==> src/hdl/soc_pkg.sv <==
package soc_pkg;

	typedef logic [31:0] word_t;
	typedef logic [29:0] addr_t;
	typedef logic [3:0]  sel_t;
	typedef logic [2:0]  dev_idx_t;

	typedef enum logic [1:0] {
		OP_NOP = 2'd0,
		OP_WR  = 2'd1,
		OP_RD  = 2'd2,
		// Writes the new value and returns the old one
		OP_RW  = 2'd3
	} pi_op_e;

	localparam dev_idx_t DEV_DEVTBL  = 3'd0;
	localparam dev_idx_t DEV_GP0     = 3'd1;
	localparam dev_idx_t DEV_GP1     = 3'd2;
	localparam dev_idx_t DEV_INTCTRL = 3'd3;
	localparam dev_idx_t DEV_INVALID = 3'd4;
	localparam int       DEVCOUNT    = 5;

	// Word address map, the invalid device takes everything else
	localparam addr_t DEVTBL_BASE   = 30'd0;
	localparam addr_t DEVTBL_MAPSZ  = 30'd16;
	localparam addr_t GP0_BASE      = 30'd16;
	localparam addr_t GP0_MAPSZ     = 30'd4;
	localparam addr_t GP1_BASE      = 30'd20;
	localparam addr_t GP1_MAPSZ     = 30'd4;
	localparam addr_t INTCTRL_BASE  = 30'd24;
	localparam addr_t INTCTRL_MAPSZ = 30'd4;

	localparam logic [7:0] ID_DEVTBL  = 8'd7;
	localparam logic [7:0] ID_GPIO    = 8'd6;
	localparam logic [7:0] ID_INTCTRL = 8'd3;
	localparam logic [7:0] ID_INVALID = 8'd0;

	localparam word_t SOC_ID = 32'd2;

	// Register word offsets
	localparam logic [3:0] DT_SOCID_OFS = 4'd0;
	localparam logic [3:0] DT_COUNT_OFS = 4'd1;
	localparam logic [3:0] DT_ENTRY_OFS = 4'd2;
	localparam logic [3:0] DT_RST_OFS   = 4'd15;
	localparam logic [3:0] GP_IN_OFS    = 4'd0;
	localparam logic [3:0] GP_OUT_OFS   = 4'd1;
	localparam logic [3:0] IC_PEND_OFS  = 4'd0;
	localparam logic [3:0] IC_EN_OFS    = 4'd1;

	localparam int INTSRC_GP0   = 0;
	localparam int INTSRC_GP1   = 1;
	localparam int INTSRC_COUNT = 2;

	// Entry word: map size in 31..16, interrupt use in 8, id in 7..0
	function automatic word_t dev_entry(input dev_idx_t idx);
		logic [7:0]  id;
		logic        irq_use;
		logic [15:0] mapsz;
		id      = ID_INVALID;
		irq_use = 1'b0;
		mapsz   = 16'd0;
		case (idx)
			DEV_DEVTBL: begin
				id    = ID_DEVTBL;
				mapsz = 16'(DEVTBL_MAPSZ);
			end
			DEV_GP0: begin
				id      = ID_GPIO;
				irq_use = 1'b1;
				mapsz   = 16'(GP0_MAPSZ);
			end
			DEV_GP1: begin
				id      = ID_GPIO;
				irq_use = 1'b1;
				mapsz   = 16'(GP1_MAPSZ);
			end
			DEV_INTCTRL: begin
				id      = ID_INTCTRL;
				irq_use = 1'b1;
				mapsz   = 16'(INTCTRL_MAPSZ);
			end
			default: ;
		endcase
		return {mapsz, 7'd0, irq_use, id};
	endfunction

	function automatic logic op_writes(input pi_op_e op);
		return (op == OP_WR) || (op == OP_RW);
	endfunction

	// Byte lanes with their enable set take the new data
	function automatic word_t be_merge(input word_t old_val, input word_t new_val, input sel_t be);
		word_t res;
		for (int b = 0; b < 4; b++) begin
			res[8*b +: 8] = be[b] ? new_val[8*b +: 8] : old_val[8*b +: 8];
		end
		return res;
	endfunction

endpackage

==> src/hdl/devtbl_regs.sv <==
`timescale 1ns/100ps

module devtbl_regs
	import soc_pkg::*;
(
	input  logic       clk_2x_w,
	input  logic       rst_w,
	input  logic       dec_stb_i,
	input  logic       sel_i,
	input  logic [3:0] ofs_i,
	input  pi_op_e     op_i,
	input  word_t      data_i,
	input  sel_t       be_i,
	output word_t      rdata_o,
	output logic       warm_stb_o,
	output logic       pwroff_stb_o
);

	logic  acc_w;
	logic  rst_wr_w;
	word_t wr_val;
	word_t read_c;

	assign acc_w    = dec_stb_i && sel_i;
	assign rst_wr_w = acc_w && op_writes(op_i) && (ofs_i == DT_RST_OFS);
	assign wr_val   = be_merge('0, data_i, be_i);

	// Table is read-only, built from the map constants
	always_comb begin
		read_c = '0;
		if (ofs_i == DT_SOCID_OFS) begin
			read_c = SOC_ID;
		end else if (ofs_i == DT_COUNT_OFS) begin
			read_c = word_t'(DEVCOUNT);
		end else if ((ofs_i >= DT_ENTRY_OFS) && (ofs_i < (DT_ENTRY_OFS + DEVCOUNT))) begin
			read_c = dev_entry(dev_idx_t'(ofs_i - DT_ENTRY_OFS));
		end
	end

	always_ff @(posedge clk_2x_w) begin
		if (acc_w) begin
			rdata_o <= read_c;
		end
	end

	// Reset command in bits 1..0
	// 2 is warm reset, 1 is power-off, 3 would be cold reset and is ignored
	always_ff @(posedge clk_2x_w) begin
		if (rst_w) begin
			warm_stb_o   <= 1'b0;
			pwroff_stb_o <= 1'b0;
		end else begin
			warm_stb_o   <= rst_wr_w && (wr_val[1:0] == 2'd2);
			pwroff_stb_o <= rst_wr_w && (wr_val[1:0] == 2'd1);
		end
	end

endmodule

==> src/hdl/gpio_port.sv <==
`timescale 1ns/100ps

module gpio_port
	import soc_pkg::*;
#(
	parameter int IOCOUNT = 16
) (
	input  logic               clk_2x_w,
	input  logic               rst_w,
	input  logic               dec_stb_i,
	input  logic               sel_i,
	input  logic [3:0]         ofs_i,
	input  pi_op_e             op_i,
	input  word_t              data_i,
	input  sel_t               be_i,
	input  logic [IOCOUNT-1:0] pins_i,
	output word_t              rdata_o,
	output logic [IOCOUNT-1:0] pins_o,
	output logic               chg_stb_o
);

	logic [IOCOUNT-1:0] sync1_r;
	logic [IOCOUNT-1:0] sync2_r;
	logic [IOCOUNT-1:0] prev_r;
	logic [IOCOUNT-1:0] out_r;
	logic               acc_w;
	logic               out_wr_w;
	word_t              wr_val;
	word_t              read_c;

	assign acc_w    = dec_stb_i && sel_i;
	assign out_wr_w = acc_w && op_writes(op_i) && (ofs_i == GP_OUT_OFS);
	assign wr_val   = be_merge(word_t'(out_r), data_i, be_i);
	assign pins_o   = out_r;

	// Two-flop synchronizer, then last cycle's value for edge detection
	// These keep tracking the pins during reset so no change is seen on release
	always_ff @(posedge clk_2x_w) begin
		sync1_r <= pins_i;
		sync2_r <= sync1_r;
		prev_r  <= sync2_r;
	end

	always_ff @(posedge clk_2x_w) begin
		if (rst_w) begin
			out_r     <= '0;
			chg_stb_o <= 1'b0;
		end else begin
			chg_stb_o <= (sync2_r != prev_r);
			if (out_wr_w) begin
				out_r <= wr_val[IOCOUNT-1:0];
			end
		end
	end

	always_comb begin
		read_c = '0;
		if (ofs_i == GP_IN_OFS) begin
			read_c = word_t'(sync2_r);
		end else if (ofs_i == GP_OUT_OFS) begin
			read_c = word_t'(out_r);
		end
	end

	// Old value is captured on the same edge that a write lands
	always_ff @(posedge clk_2x_w) begin
		if (acc_w) begin
			rdata_o <= read_c;
		end
	end

endmodule

==> src/hdl/intctrl.sv <==
`timescale 1ns/100ps

module intctrl
	import soc_pkg::*;
#(
	parameter int SRCCOUNT = 2
) (
	input  logic                clk_2x_w,
	input  logic                rst_w,
	input  logic                dec_stb_i,
	input  logic                sel_i,
	input  logic [3:0]          ofs_i,
	input  pi_op_e              op_i,
	input  word_t               data_i,
	input  sel_t                be_i,
	input  logic [SRCCOUNT-1:0] src_stb_i,
	output word_t               rdata_o,
	output logic                irq_o
);

	logic [SRCCOUNT-1:0] pend_r;
	logic [SRCCOUNT-1:0] en_r;
	logic [SRCCOUNT-1:0] clr_c;
	logic                acc_w;
	logic                wr_w;
	word_t               wr_val;
	word_t               read_c;

	assign acc_w  = dec_stb_i && sel_i;
	assign wr_w   = acc_w && op_writes(op_i);
	assign wr_val = be_merge('0, data_i, be_i);

	// Write-one-to-clear on the pending word
	assign clr_c = (wr_w && (ofs_i == IC_PEND_OFS)) ? wr_val[SRCCOUNT-1:0] : '0;

	always_ff @(posedge clk_2x_w) begin
		if (rst_w) begin
			pend_r <= '0;
			en_r   <= '0;
		end else begin
			// A new event beats a clear on the same edge
			pend_r <= (pend_r & ~clr_c) | src_stb_i;
			if (wr_w && (ofs_i == IC_EN_OFS)) begin
				en_r <= wr_val[SRCCOUNT-1:0];
			end
		end
	end

	assign irq_o = |(pend_r & en_r);

	always_comb begin
		read_c = '0;
		if (ofs_i == IC_PEND_OFS) begin
			read_c = word_t'(pend_r);
		end else if (ofs_i == IC_EN_OFS) begin
			read_c = word_t'(en_r);
		end
	end

	always_ff @(posedge clk_2x_w) begin
		if (acc_w) begin
			rdata_o <= read_c;
		end
	end

	// Internal reset comes from reset_seq, request must be gone one edge later
	a_irq_in_reset: assert property (@(posedge clk_2x_w)
		rst_w |=> !irq_o)
		else $error("intctrl: irq_o high during reset");

endmodule

==> src/hdl/pi_decode.sv <==
`timescale 1ns/100ps

module pi_decode
	import soc_pkg::*;
(
	input  logic                clk_2x_w,
	input  logic                rst_w,
	input  logic                req_stb_i,
	input  pi_op_e              req_op_i,
	input  addr_t               req_addr_i,
	input  word_t               req_data_i,
	input  sel_t                req_sel_i,
	output logic                dec_stb_o,
	output logic [DEVCOUNT-1:0] dec_sel_o,
	output dev_idx_t            dec_idx_o,
	output logic [3:0]          dec_ofs_o,
	output pi_op_e              dec_op_o,
	output word_t               dec_data_o,
	output sel_t                dec_be_o
);

	logic [DEVCOUNT-1:0] sel_c;
	dev_idx_t            idx_c;
	logic [3:0]          ofs_c;

	function automatic logic in_map(input addr_t a, input addr_t base, input addr_t sz);
		return (a >= base) && (a < (base + sz));
	endfunction

	// One match per device window
	// Nothing matched selects the invalid device
	always_comb begin
		sel_c              = '0;
		sel_c[DEV_DEVTBL]  = in_map(req_addr_i, DEVTBL_BASE, DEVTBL_MAPSZ);
		sel_c[DEV_GP0]     = in_map(req_addr_i, GP0_BASE, GP0_MAPSZ);
		sel_c[DEV_GP1]     = in_map(req_addr_i, GP1_BASE, GP1_MAPSZ);
		sel_c[DEV_INTCTRL] = in_map(req_addr_i, INTCTRL_BASE, INTCTRL_MAPSZ);
		sel_c[DEV_INVALID] = !(sel_c[DEV_DEVTBL] || sel_c[DEV_GP0] || sel_c[DEV_GP1]
			|| sel_c[DEV_INTCTRL]);
	end

	// Address match against the map, anything unmatched lands on the invalid device
	always_comb begin
		idx_c = DEV_INVALID;
		ofs_c = '0;
		if (in_map(req_addr_i, DEVTBL_BASE, DEVTBL_MAPSZ)) begin
			idx_c = DEV_DEVTBL;
			ofs_c = 4'(req_addr_i - DEVTBL_BASE);
		end else if (in_map(req_addr_i, GP0_BASE, GP0_MAPSZ)) begin
			idx_c = DEV_GP0;
			ofs_c = 4'(req_addr_i - GP0_BASE);
		end else if (in_map(req_addr_i, GP1_BASE, GP1_MAPSZ)) begin
			idx_c = DEV_GP1;
			ofs_c = 4'(req_addr_i - GP1_BASE);
		end else if (in_map(req_addr_i, INTCTRL_BASE, INTCTRL_MAPSZ)) begin
			idx_c = DEV_INTCTRL;
			ofs_c = 4'(req_addr_i - INTCTRL_BASE);
		end
	end

	always_ff @(posedge clk_2x_w) begin
		if (rst_w) begin
			dec_stb_o <= 1'b0;
			dec_sel_o <= '0;
		end else begin
			// NOP requests never reach a device
			dec_stb_o <= req_stb_i && (req_op_i != OP_NOP);
			dec_sel_o <= sel_c;
		end
	end

	always_ff @(posedge clk_2x_w) begin
		dec_idx_o  <= idx_c;
		dec_ofs_o  <= ofs_c;
		dec_op_o   <= req_op_i;
		dec_data_o <= req_data_i;
		dec_be_o   <= req_sel_i;
	end

	a_sel_onehot: assert property (@(posedge clk_2x_w) disable iff (rst_w)
		dec_stb_o |-> $onehot(dec_sel_o))
		else $error("pi_decode: device select not one-hot");

endmodule

==> src/hdl/pi_respmux.sv <==
`timescale 1ns/100ps

module pi_respmux
	import soc_pkg::*;
(
	input  logic     clk_2x_w,
	input  logic     rst_w,
	input  logic     dec_stb_i,
	input  dev_idx_t dec_idx_i,
	input  pi_op_e   dec_op_i,
	input  word_t    devtbl_rdata_i,
	input  word_t    gp0_rdata_i,
	input  word_t    gp1_rdata_i,
	input  word_t    intc_rdata_i,
	output logic     resp_stb_o,
	output word_t    resp_data_o
);

	// Request info aligned with the device read stage
	logic     stb_d;
	dev_idx_t idx_d;
	logic     wr_d;
	word_t    sel_data;

	always_ff @(posedge clk_2x_w) begin
		if (rst_w) begin
			stb_d      <= 1'b0;
			resp_stb_o <= 1'b0;
		end else begin
			stb_d      <= dec_stb_i;
			resp_stb_o <= stb_d;
		end
	end

	always_ff @(posedge clk_2x_w) begin
		idx_d       <= dec_idx_i;
		wr_d        <= (dec_op_i == OP_WR);
		resp_data_o <= sel_data;
	end

	// Plain writes and the invalid device return zero
	always_comb begin
		sel_data = '0;
		if (!wr_d) begin
			case (idx_d)
				DEV_DEVTBL:  sel_data = devtbl_rdata_i;
				DEV_GP0:     sel_data = gp0_rdata_i;
				DEV_GP1:     sel_data = gp1_rdata_i;
				DEV_INTCTRL: sel_data = intc_rdata_i;
				default:     sel_data = '0;
			endcase
		end
	end

	a_resp_follows_req: assert property (@(posedge clk_2x_w) disable iff (rst_w)
		resp_stb_o |-> $past(stb_d))
		else $error("pi_respmux: response without a request");

endmodule

==> src/hdl/reset_seq.sv <==
`timescale 1ns/100ps

module reset_seq #(
	parameter int RST_CNTR_BITSZ = 4
) (
	input  logic clk_2x_w,
	input  logic rst_p,
	input  logic warm_stb_i,
	input  logic pwroff_stb_i,
	output logic rst_w
);

	logic [RST_CNTR_BITSZ-1:0] rst_cntr;
	logic                      pwroff_r;

	// Reload on external or warm reset, then count down to zero
	always_ff @(posedge clk_2x_w) begin
		if (rst_p || warm_stb_i) begin
			rst_cntr <= '1;
		end else if (rst_cntr != '0) begin
			rst_cntr <= rst_cntr - 1'b1;
		end
	end

	// Power-off holds the system until the board reset
	always_ff @(posedge clk_2x_w) begin
		if (rst_p) begin
			pwroff_r <= 1'b0;
		end else if (pwroff_stb_i) begin
			pwroff_r <= 1'b1;
		end
	end

	assign rst_w = rst_p || pwroff_r || (rst_cntr != '0);

endmodule

==> src/hdl/soc_periph_top.sv <==
`timescale 1ns/100ps

module soc_periph_top
	import soc_pkg::*;
#(
	parameter int RST_CNTR_BITSZ = 4,
	parameter int GP0_IOCOUNT    = 16,
	parameter int GP1_IOCOUNT    = 5
) (
	input  logic                   clk_2x_w,
	input  logic                   rst_p,
	input  logic                   req_stb_i,
	input  pi_op_e                 req_op_i,
	input  addr_t                  req_addr_i,
	input  word_t                  req_data_i,
	input  sel_t                   req_sel_i,
	input  logic [GP0_IOCOUNT-1:0] gp0_i,
	input  logic [GP1_IOCOUNT-1:0] gp1_i,
	output logic                   resp_stb_o,
	output word_t                  resp_data_o,
	output logic [GP0_IOCOUNT-1:0] gp0_o,
	output logic                   irq_o,
	output logic                   rst_busy_o
);

	logic                    rst_w;
	logic                    warm_stb_w;
	logic                    pwroff_stb_w;
	logic                    dec_stb_w;
	logic [DEVCOUNT-1:0]     dec_sel_w;
	dev_idx_t                dec_idx_w;
	logic [3:0]              dec_ofs_w;
	pi_op_e                  dec_op_w;
	word_t                   dec_data_w;
	sel_t                    dec_be_w;
	word_t                   devtbl_rdata_w;
	word_t                   gp0_rdata_w;
	word_t                   gp1_rdata_w;
	word_t                   intc_rdata_w;
	logic [INTSRC_COUNT-1:0] chg_stb_w;

	assign rst_busy_o = rst_w;

	reset_seq #(
		.RST_CNTR_BITSZ (RST_CNTR_BITSZ)
	) u_reset_seq (
		.clk_2x_w     (clk_2x_w),
		.rst_p        (rst_p),
		.warm_stb_i   (warm_stb_w),
		.pwroff_stb_i (pwroff_stb_w),
		.rst_w        (rst_w)
	);

	pi_decode u_pi_decode (
		.clk_2x_w   (clk_2x_w),
		.rst_w      (rst_w),
		.req_stb_i  (req_stb_i),
		.req_op_i   (req_op_i),
		.req_addr_i (req_addr_i),
		.req_data_i (req_data_i),
		.req_sel_i  (req_sel_i),
		.dec_stb_o  (dec_stb_w),
		.dec_sel_o  (dec_sel_w),
		.dec_idx_o  (dec_idx_w),
		.dec_ofs_o  (dec_ofs_w),
		.dec_op_o   (dec_op_w),
		.dec_data_o (dec_data_w),
		.dec_be_o   (dec_be_w)
	);

	devtbl_regs u_devtbl (
		.clk_2x_w     (clk_2x_w),
		.rst_w        (rst_w),
		.dec_stb_i    (dec_stb_w),
		.sel_i        (dec_sel_w[DEV_DEVTBL]),
		.ofs_i        (dec_ofs_w),
		.op_i         (dec_op_w),
		.data_i       (dec_data_w),
		.be_i         (dec_be_w),
		.rdata_o      (devtbl_rdata_w),
		.warm_stb_o   (warm_stb_w),
		.pwroff_stb_o (pwroff_stb_w)
	);

	gpio_port #(
		.IOCOUNT (GP0_IOCOUNT)
	) u_gp0 (
		.clk_2x_w  (clk_2x_w),
		.rst_w     (rst_w),
		.dec_stb_i (dec_stb_w),
		.sel_i     (dec_sel_w[DEV_GP0]),
		.ofs_i     (dec_ofs_w),
		.op_i      (dec_op_w),
		.data_i    (dec_data_w),
		.be_i      (dec_be_w),
		.pins_i    (gp0_i),
		.rdata_o   (gp0_rdata_w),
		.pins_o    (gp0_o),
		.chg_stb_o (chg_stb_w[INTSRC_GP0])
	);

	// Buttons are input only
	gpio_port #(
		.IOCOUNT (GP1_IOCOUNT)
	) u_gp1 (
		.clk_2x_w  (clk_2x_w),
		.rst_w     (rst_w),
		.dec_stb_i (dec_stb_w),
		.sel_i     (dec_sel_w[DEV_GP1]),
		.ofs_i     (dec_ofs_w),
		.op_i      (dec_op_w),
		.data_i    (dec_data_w),
		.be_i      (dec_be_w),
		.pins_i    (gp1_i),
		.rdata_o   (gp1_rdata_w),
		.pins_o    (),
		.chg_stb_o (chg_stb_w[INTSRC_GP1])
	);

	intctrl #(
		.SRCCOUNT (INTSRC_COUNT)
	) u_intctrl (
		.clk_2x_w  (clk_2x_w),
		.rst_w     (rst_w),
		.dec_stb_i (dec_stb_w),
		.sel_i     (dec_sel_w[DEV_INTCTRL]),
		.ofs_i     (dec_ofs_w),
		.op_i      (dec_op_w),
		.data_i    (dec_data_w),
		.be_i      (dec_be_w),
		.src_stb_i (chg_stb_w),
		.rdata_o   (intc_rdata_w),
		.irq_o     (irq_o)
	);

	pi_respmux u_pi_respmux (
		.clk_2x_w       (clk_2x_w),
		.rst_w          (rst_w),
		.dec_stb_i      (dec_stb_w),
		.dec_idx_i      (dec_idx_w),
		.dec_op_i       (dec_op_w),
		.devtbl_rdata_i (devtbl_rdata_w),
		.gp0_rdata_i    (gp0_rdata_w),
		.gp1_rdata_i    (gp1_rdata_w),
		.intc_rdata_i   (intc_rdata_w),
		.resp_stb_o     (resp_stb_o),
		.resp_data_o    (resp_data_o)
	);

endmodule

==> config.mk <==
export PLATFORM = sky130hd
export DESIGN_NAME = soc_periph_top
export DESIGN_NICKNAME = d
export VERILOG_FILES = /design/src/hdl/soc_pkg.sv /design/src/hdl/devtbl_regs.sv /design/src/hdl/gpio_port.sv /design/src/hdl/intctrl.sv /design/src/hdl/pi_decode.sv /design/src/hdl/pi_respmux.sv /design/src/hdl/reset_seq.sv /design/src/hdl/soc_periph_top.sv
export SDC_FILE = /design/constraint.sdc
export NUM_CORES = 1
export LEC_CHECK = 0
export BUFFER_PORTS_ARGS = -buffer_cell sky130_fd_sc_hd__buf_2
export CAP_MARGIN = 30
export CORE_MARGIN = 4
export CORE_UTILIZATION = 40
export CTS_BUF_LIST = sky130_fd_sc_hd__clkbuf_8
export DETAILED_ROUTE_END_ITERATION = 6
export PLACE_DENSITY = 0.63
export SETUP_SLACK_MARGIN = 0.05
export SYNTH_ARGS = -nofsm -noshare
export SYNTH_HDL_FRONTEND = slang
export SYNTH_SLANG_ARGS = --single-unit
==> constraint.sdc <==
create_clock -name clk_2x_w -period 2.2 [get_ports clk_2x_w]
set_clock_uncertainty 0.2 [all_clocks]
set_input_delay 0.22 -clock clk_2x_w [delete_from_list [all_inputs] [get_ports clk_2x_w]]
set_output_delay 0.22 -clock clk_2x_w [all_outputs]
set_load 0.01 [all_outputs]
==> impl_metrics.csv <==
group,metric,value,unit
layout,antenna_cells,0,
layout,final_nets,760,
floorplanning,core-area,0.0139,mm^2
layout,fin_area,0.00787,mm^2
flow_run,cap_violations,0,
worst_hold_path,hold_path_depth,5,
clock_tree,numClockSinks,181,
floorplanning,die_y,128,um
yosys,synth_edf_count,28,
route,totalWireLength,12.3,mm
place,port_buffers,110,
worst_hold_path,min_from,"req_addr_i[28]",
route,vias,3916,
place,placed_area,0.00647,mm^2
route,drtAntennaViolNets,0,
sta,timing.fmax,0.409,GHz
layout,area_growth_syn_to_layout,37.2,%
grt,grt_pass1_vias,3861,
power,peakVddDrop,0.000584,V
yosys,netlist_instances,469,
grt,grt_pass1_wl,19.1,mm
worst_setup_path,r2r_slack,-0.22,ns
yosys,synth_cell_types,42,
run_status,status,"finished, violations left",
run_status,violations,"negative setup slack",
floorplanning,die_width,128,um
place,dpl_worst_slack,-0.0353,ns
floorplanning,start_util,41.2,%
yosys,yosys.area.top_type,"dfxtp_1",
place,gp_congestion,0.793,
clock_tree,cts_max_path_buffers,2,
sta,finalCritPeriodShare,111,%
worst_setup_path,critPathMaxFanout,3,
yosys,syn_area_per_cell,12.2,um^2
yosys,synth_area,0.00573,mm^2
clock_tree,cts-htree-levels,4,
route,wire_per_inst,14.4,um
floorplanning,num_rows,43,
grt,grt_max_degree,19,
worst_setup_path,cp.arrival,2.02,ns
worst_setup_path,rr_worst_depth,9,
sta,hold_viol_final,0,
worst_setup_path,r2r-end,"u_devtbl.warm_stb_o",
layout,finalNonFillerCells,854,
clock_tree,cts_tree,"done",
worst_setup_path,critPathCaptureType,"output pin",
sta,final-setup-viol-count,28,
route,drtIter0Drc,184,
clock_tree,numCtsBuffers,17,
power,p_per_area,772,mW/mm^2
grt,antenna_found_initial,0,
yosys,async_reset_ff_share,0,%
clock_tree,clk_pin_slew,0.09,ns
place,dp_hpwl,8.27,mm
sta,period_minus_slack,2.44,ns
sta,rsz0062_at_grt,"yes",
clock_tree,clockRootBuffer,"clkbuf_8",
floorplanning,io_pins,143,
worst_setup_path,critPathKind,"reg2out",
sta,worst_slack,-0.244,ns
grt,overflow,0,
grt,grtUsageTotal,15.2,%
route,drt_first_pass_iters,4,
route,drc,0,
power,total_power,6.07,mW
worst_hold_path,hold_class,"in2reg",
worst_hold_path,whs_endpoint,"u_pi_decode.dec_idx_o[1]",
worst_setup_path,critPathRequiredTime,1.78,ns
yosys,seq_area_frac_synth,68.1,%
clock_tree,clock_latency,0.44,ns
worst_setup_path,worstSetupStartpoint,"u_reset_seq.rst_cntr[1]",
floorplanning,die_area,0.0163,mm^2
layout,final_common_cell,"dfxtp_1",
yosys,synth.top_cell.area_share,53.4,%
yosys,synth_ff_type,"dfxtp_1",
worst_setup_path,cp-start-kind,"flip-flop",
power,leakage,3.28,nW
layout,drive_gt1_share,31.8,%
yosys,yosys_warnings,0,
yosys,ys_top_cells_by_area,"dfxtp_1, edfxtp_1, a22o_1",
worst_setup_path,timing.rr.start,"u_reset_seq.rst_cntr[1]",
sta,slew_viol_final,0,
yosys,ys_seq_elements,181,
route,avgViaCountPerCell,4.59,
layout,final_cell_mix,"dfxtp_1, buf_2, dlygate4sd3_1",
place,place_inst,752,
[cells in the mapped netlist, types with 8 or more instances]
| cell | n |
|---|---|
| clkbuf_1 | 14 |
| mux2i_1 | 15 |
| dfxtp_1 | 153 |
| xnor2_1 | 19 |
| and2_1 | 19 |
| a21oi_1 | 21 |
| buf_4 | 14 |
| nor2_1 | 42 |
| edfxtp_1 | 28 |
| nor4_1 | 8 |
| inv_1 | 12 |
| nand2_1 | 31 |
| a22o_1 | 24 |
[metrics by stage]
stage | hold slack [ns] | util, % | setup TNS (ns)
floorplan | 0.0477 | - | 0
global placement | 0.112 | 46.5 | 0
detailed placement | 0.112 | 46.5 | -0.156
CTS | 0.00330 | 54.5 | -1.92
global route | 0.00209 | 56.4 | -3.25
finish | 0.0192 | 56.4 | -1.43
[worst max path at each step]
stage / end / slack, ns / cells after the start
2_1_floorplan: u_devtbl.warm_stb_o / 0.09 / 8
3_3_place_gp: u_gp0.pins_o[1] / 0.02 / 8
3_5_place_dp: u_gp0.pins_o[0] / -0.04 / 8
4_1_cts: rst_busy_o / -0.31 / 7
5_1_grt: rst_busy_o / -0.33 / 7
6_report: rst_busy_o / -0.24 / 7
[layer usage]
layer / track usage, % / routed length (um)
met5: 0 / 0
met4: 5.93 / 253
met3: 4.29 / 681
met2: 25.4 / 6240
met1: 18.6 / 5150
[registers in the layout (all words and copies together), names as in the netlist, 2 cells and up]
signal                    count
u_pi_decode.dec_ofs_o         4
u_pi_decode.dec_sel_o         4
u_devtbl.rdata_o              5
u_pi_decode.dec_be_o          2
u_intctrl.en_r                2
u_intctrl.pend_r              2
u_pi_respmux.idx_d            3
u_gp1.sync2_r                 5
u_gp1.pins_o                  5
u_gp0.prev_r                 16
u_pi_respmux.resp_data_o     18
u_gp0.sync2_r                16
u_gp1.rdata_o                 5
u_gp0.pins_o                 16
u_pi_decode.dec_data_o       16
u_gp0.rdata_o                16
u_gp0.sync1_r                16
u_pi_decode.dec_idx_o         3
u_gp1.prev_r                  5
u_pi_decode.dec_op_o          2
u_intctrl.rdata_o             2
u_reset_seq.rst_cntr          4
u_gp1.sync1_r                 5
[worst max-delay path: stages, from the launching register on]
cell     delay, ns
dfxtp_2       0.34
inv_2         0.08
ha_4          0.14
inv_2         0.03
or3_4         0.33
or3_4         0.41
buf_8         0.14
buf_6         0.11
[kinds of logic (layout without fill, tap and decap cells)]
logic type	after synthesis	count (layout)	share of synthesized area, %
AOI/OAI and AO/OA	56	56	6.74
DFF	181	181	68.1
and+or+nand+nor	142	142	13.0
buffers and inverters	42	234	3.71
xor gates and xnor gates	23	23	3.51
muxes	18	18	3.60
adders and majority gates	6	6	1.31
other	1	14	0.0654
[report_power, final]
part / total, mW / switching [mW] / internal, mW
sequential: 3.49 / 0.0526 / 3.44
clock: 2.31 / 1.09 / 1.22
combinational: 0.276 / 0.103 / 0.174
[area by class of cell]
class	count	area (um^2)
clock inverters	11	151
flip-flops and latches	181	3910
well taps	180	225
inverters	12	45.0
multi-input cells	259	1850
clock buffers	20	275
fillers	1114	6070
repair buffers	191	1410
[repair_timing]
item | in CTS | in global routing
gates resized for setup | 16 | 50
pin swaps | 5 | 22
gates cloned | 1 | 2
endpoints found under the hold margin | 56 | 0
buffers inserted | 7 | 7
hold buffers | 55 | 0
endpoints found under the setup margin | 24 | 36
No activity file was read; power rests on OpenSTA's default activity.
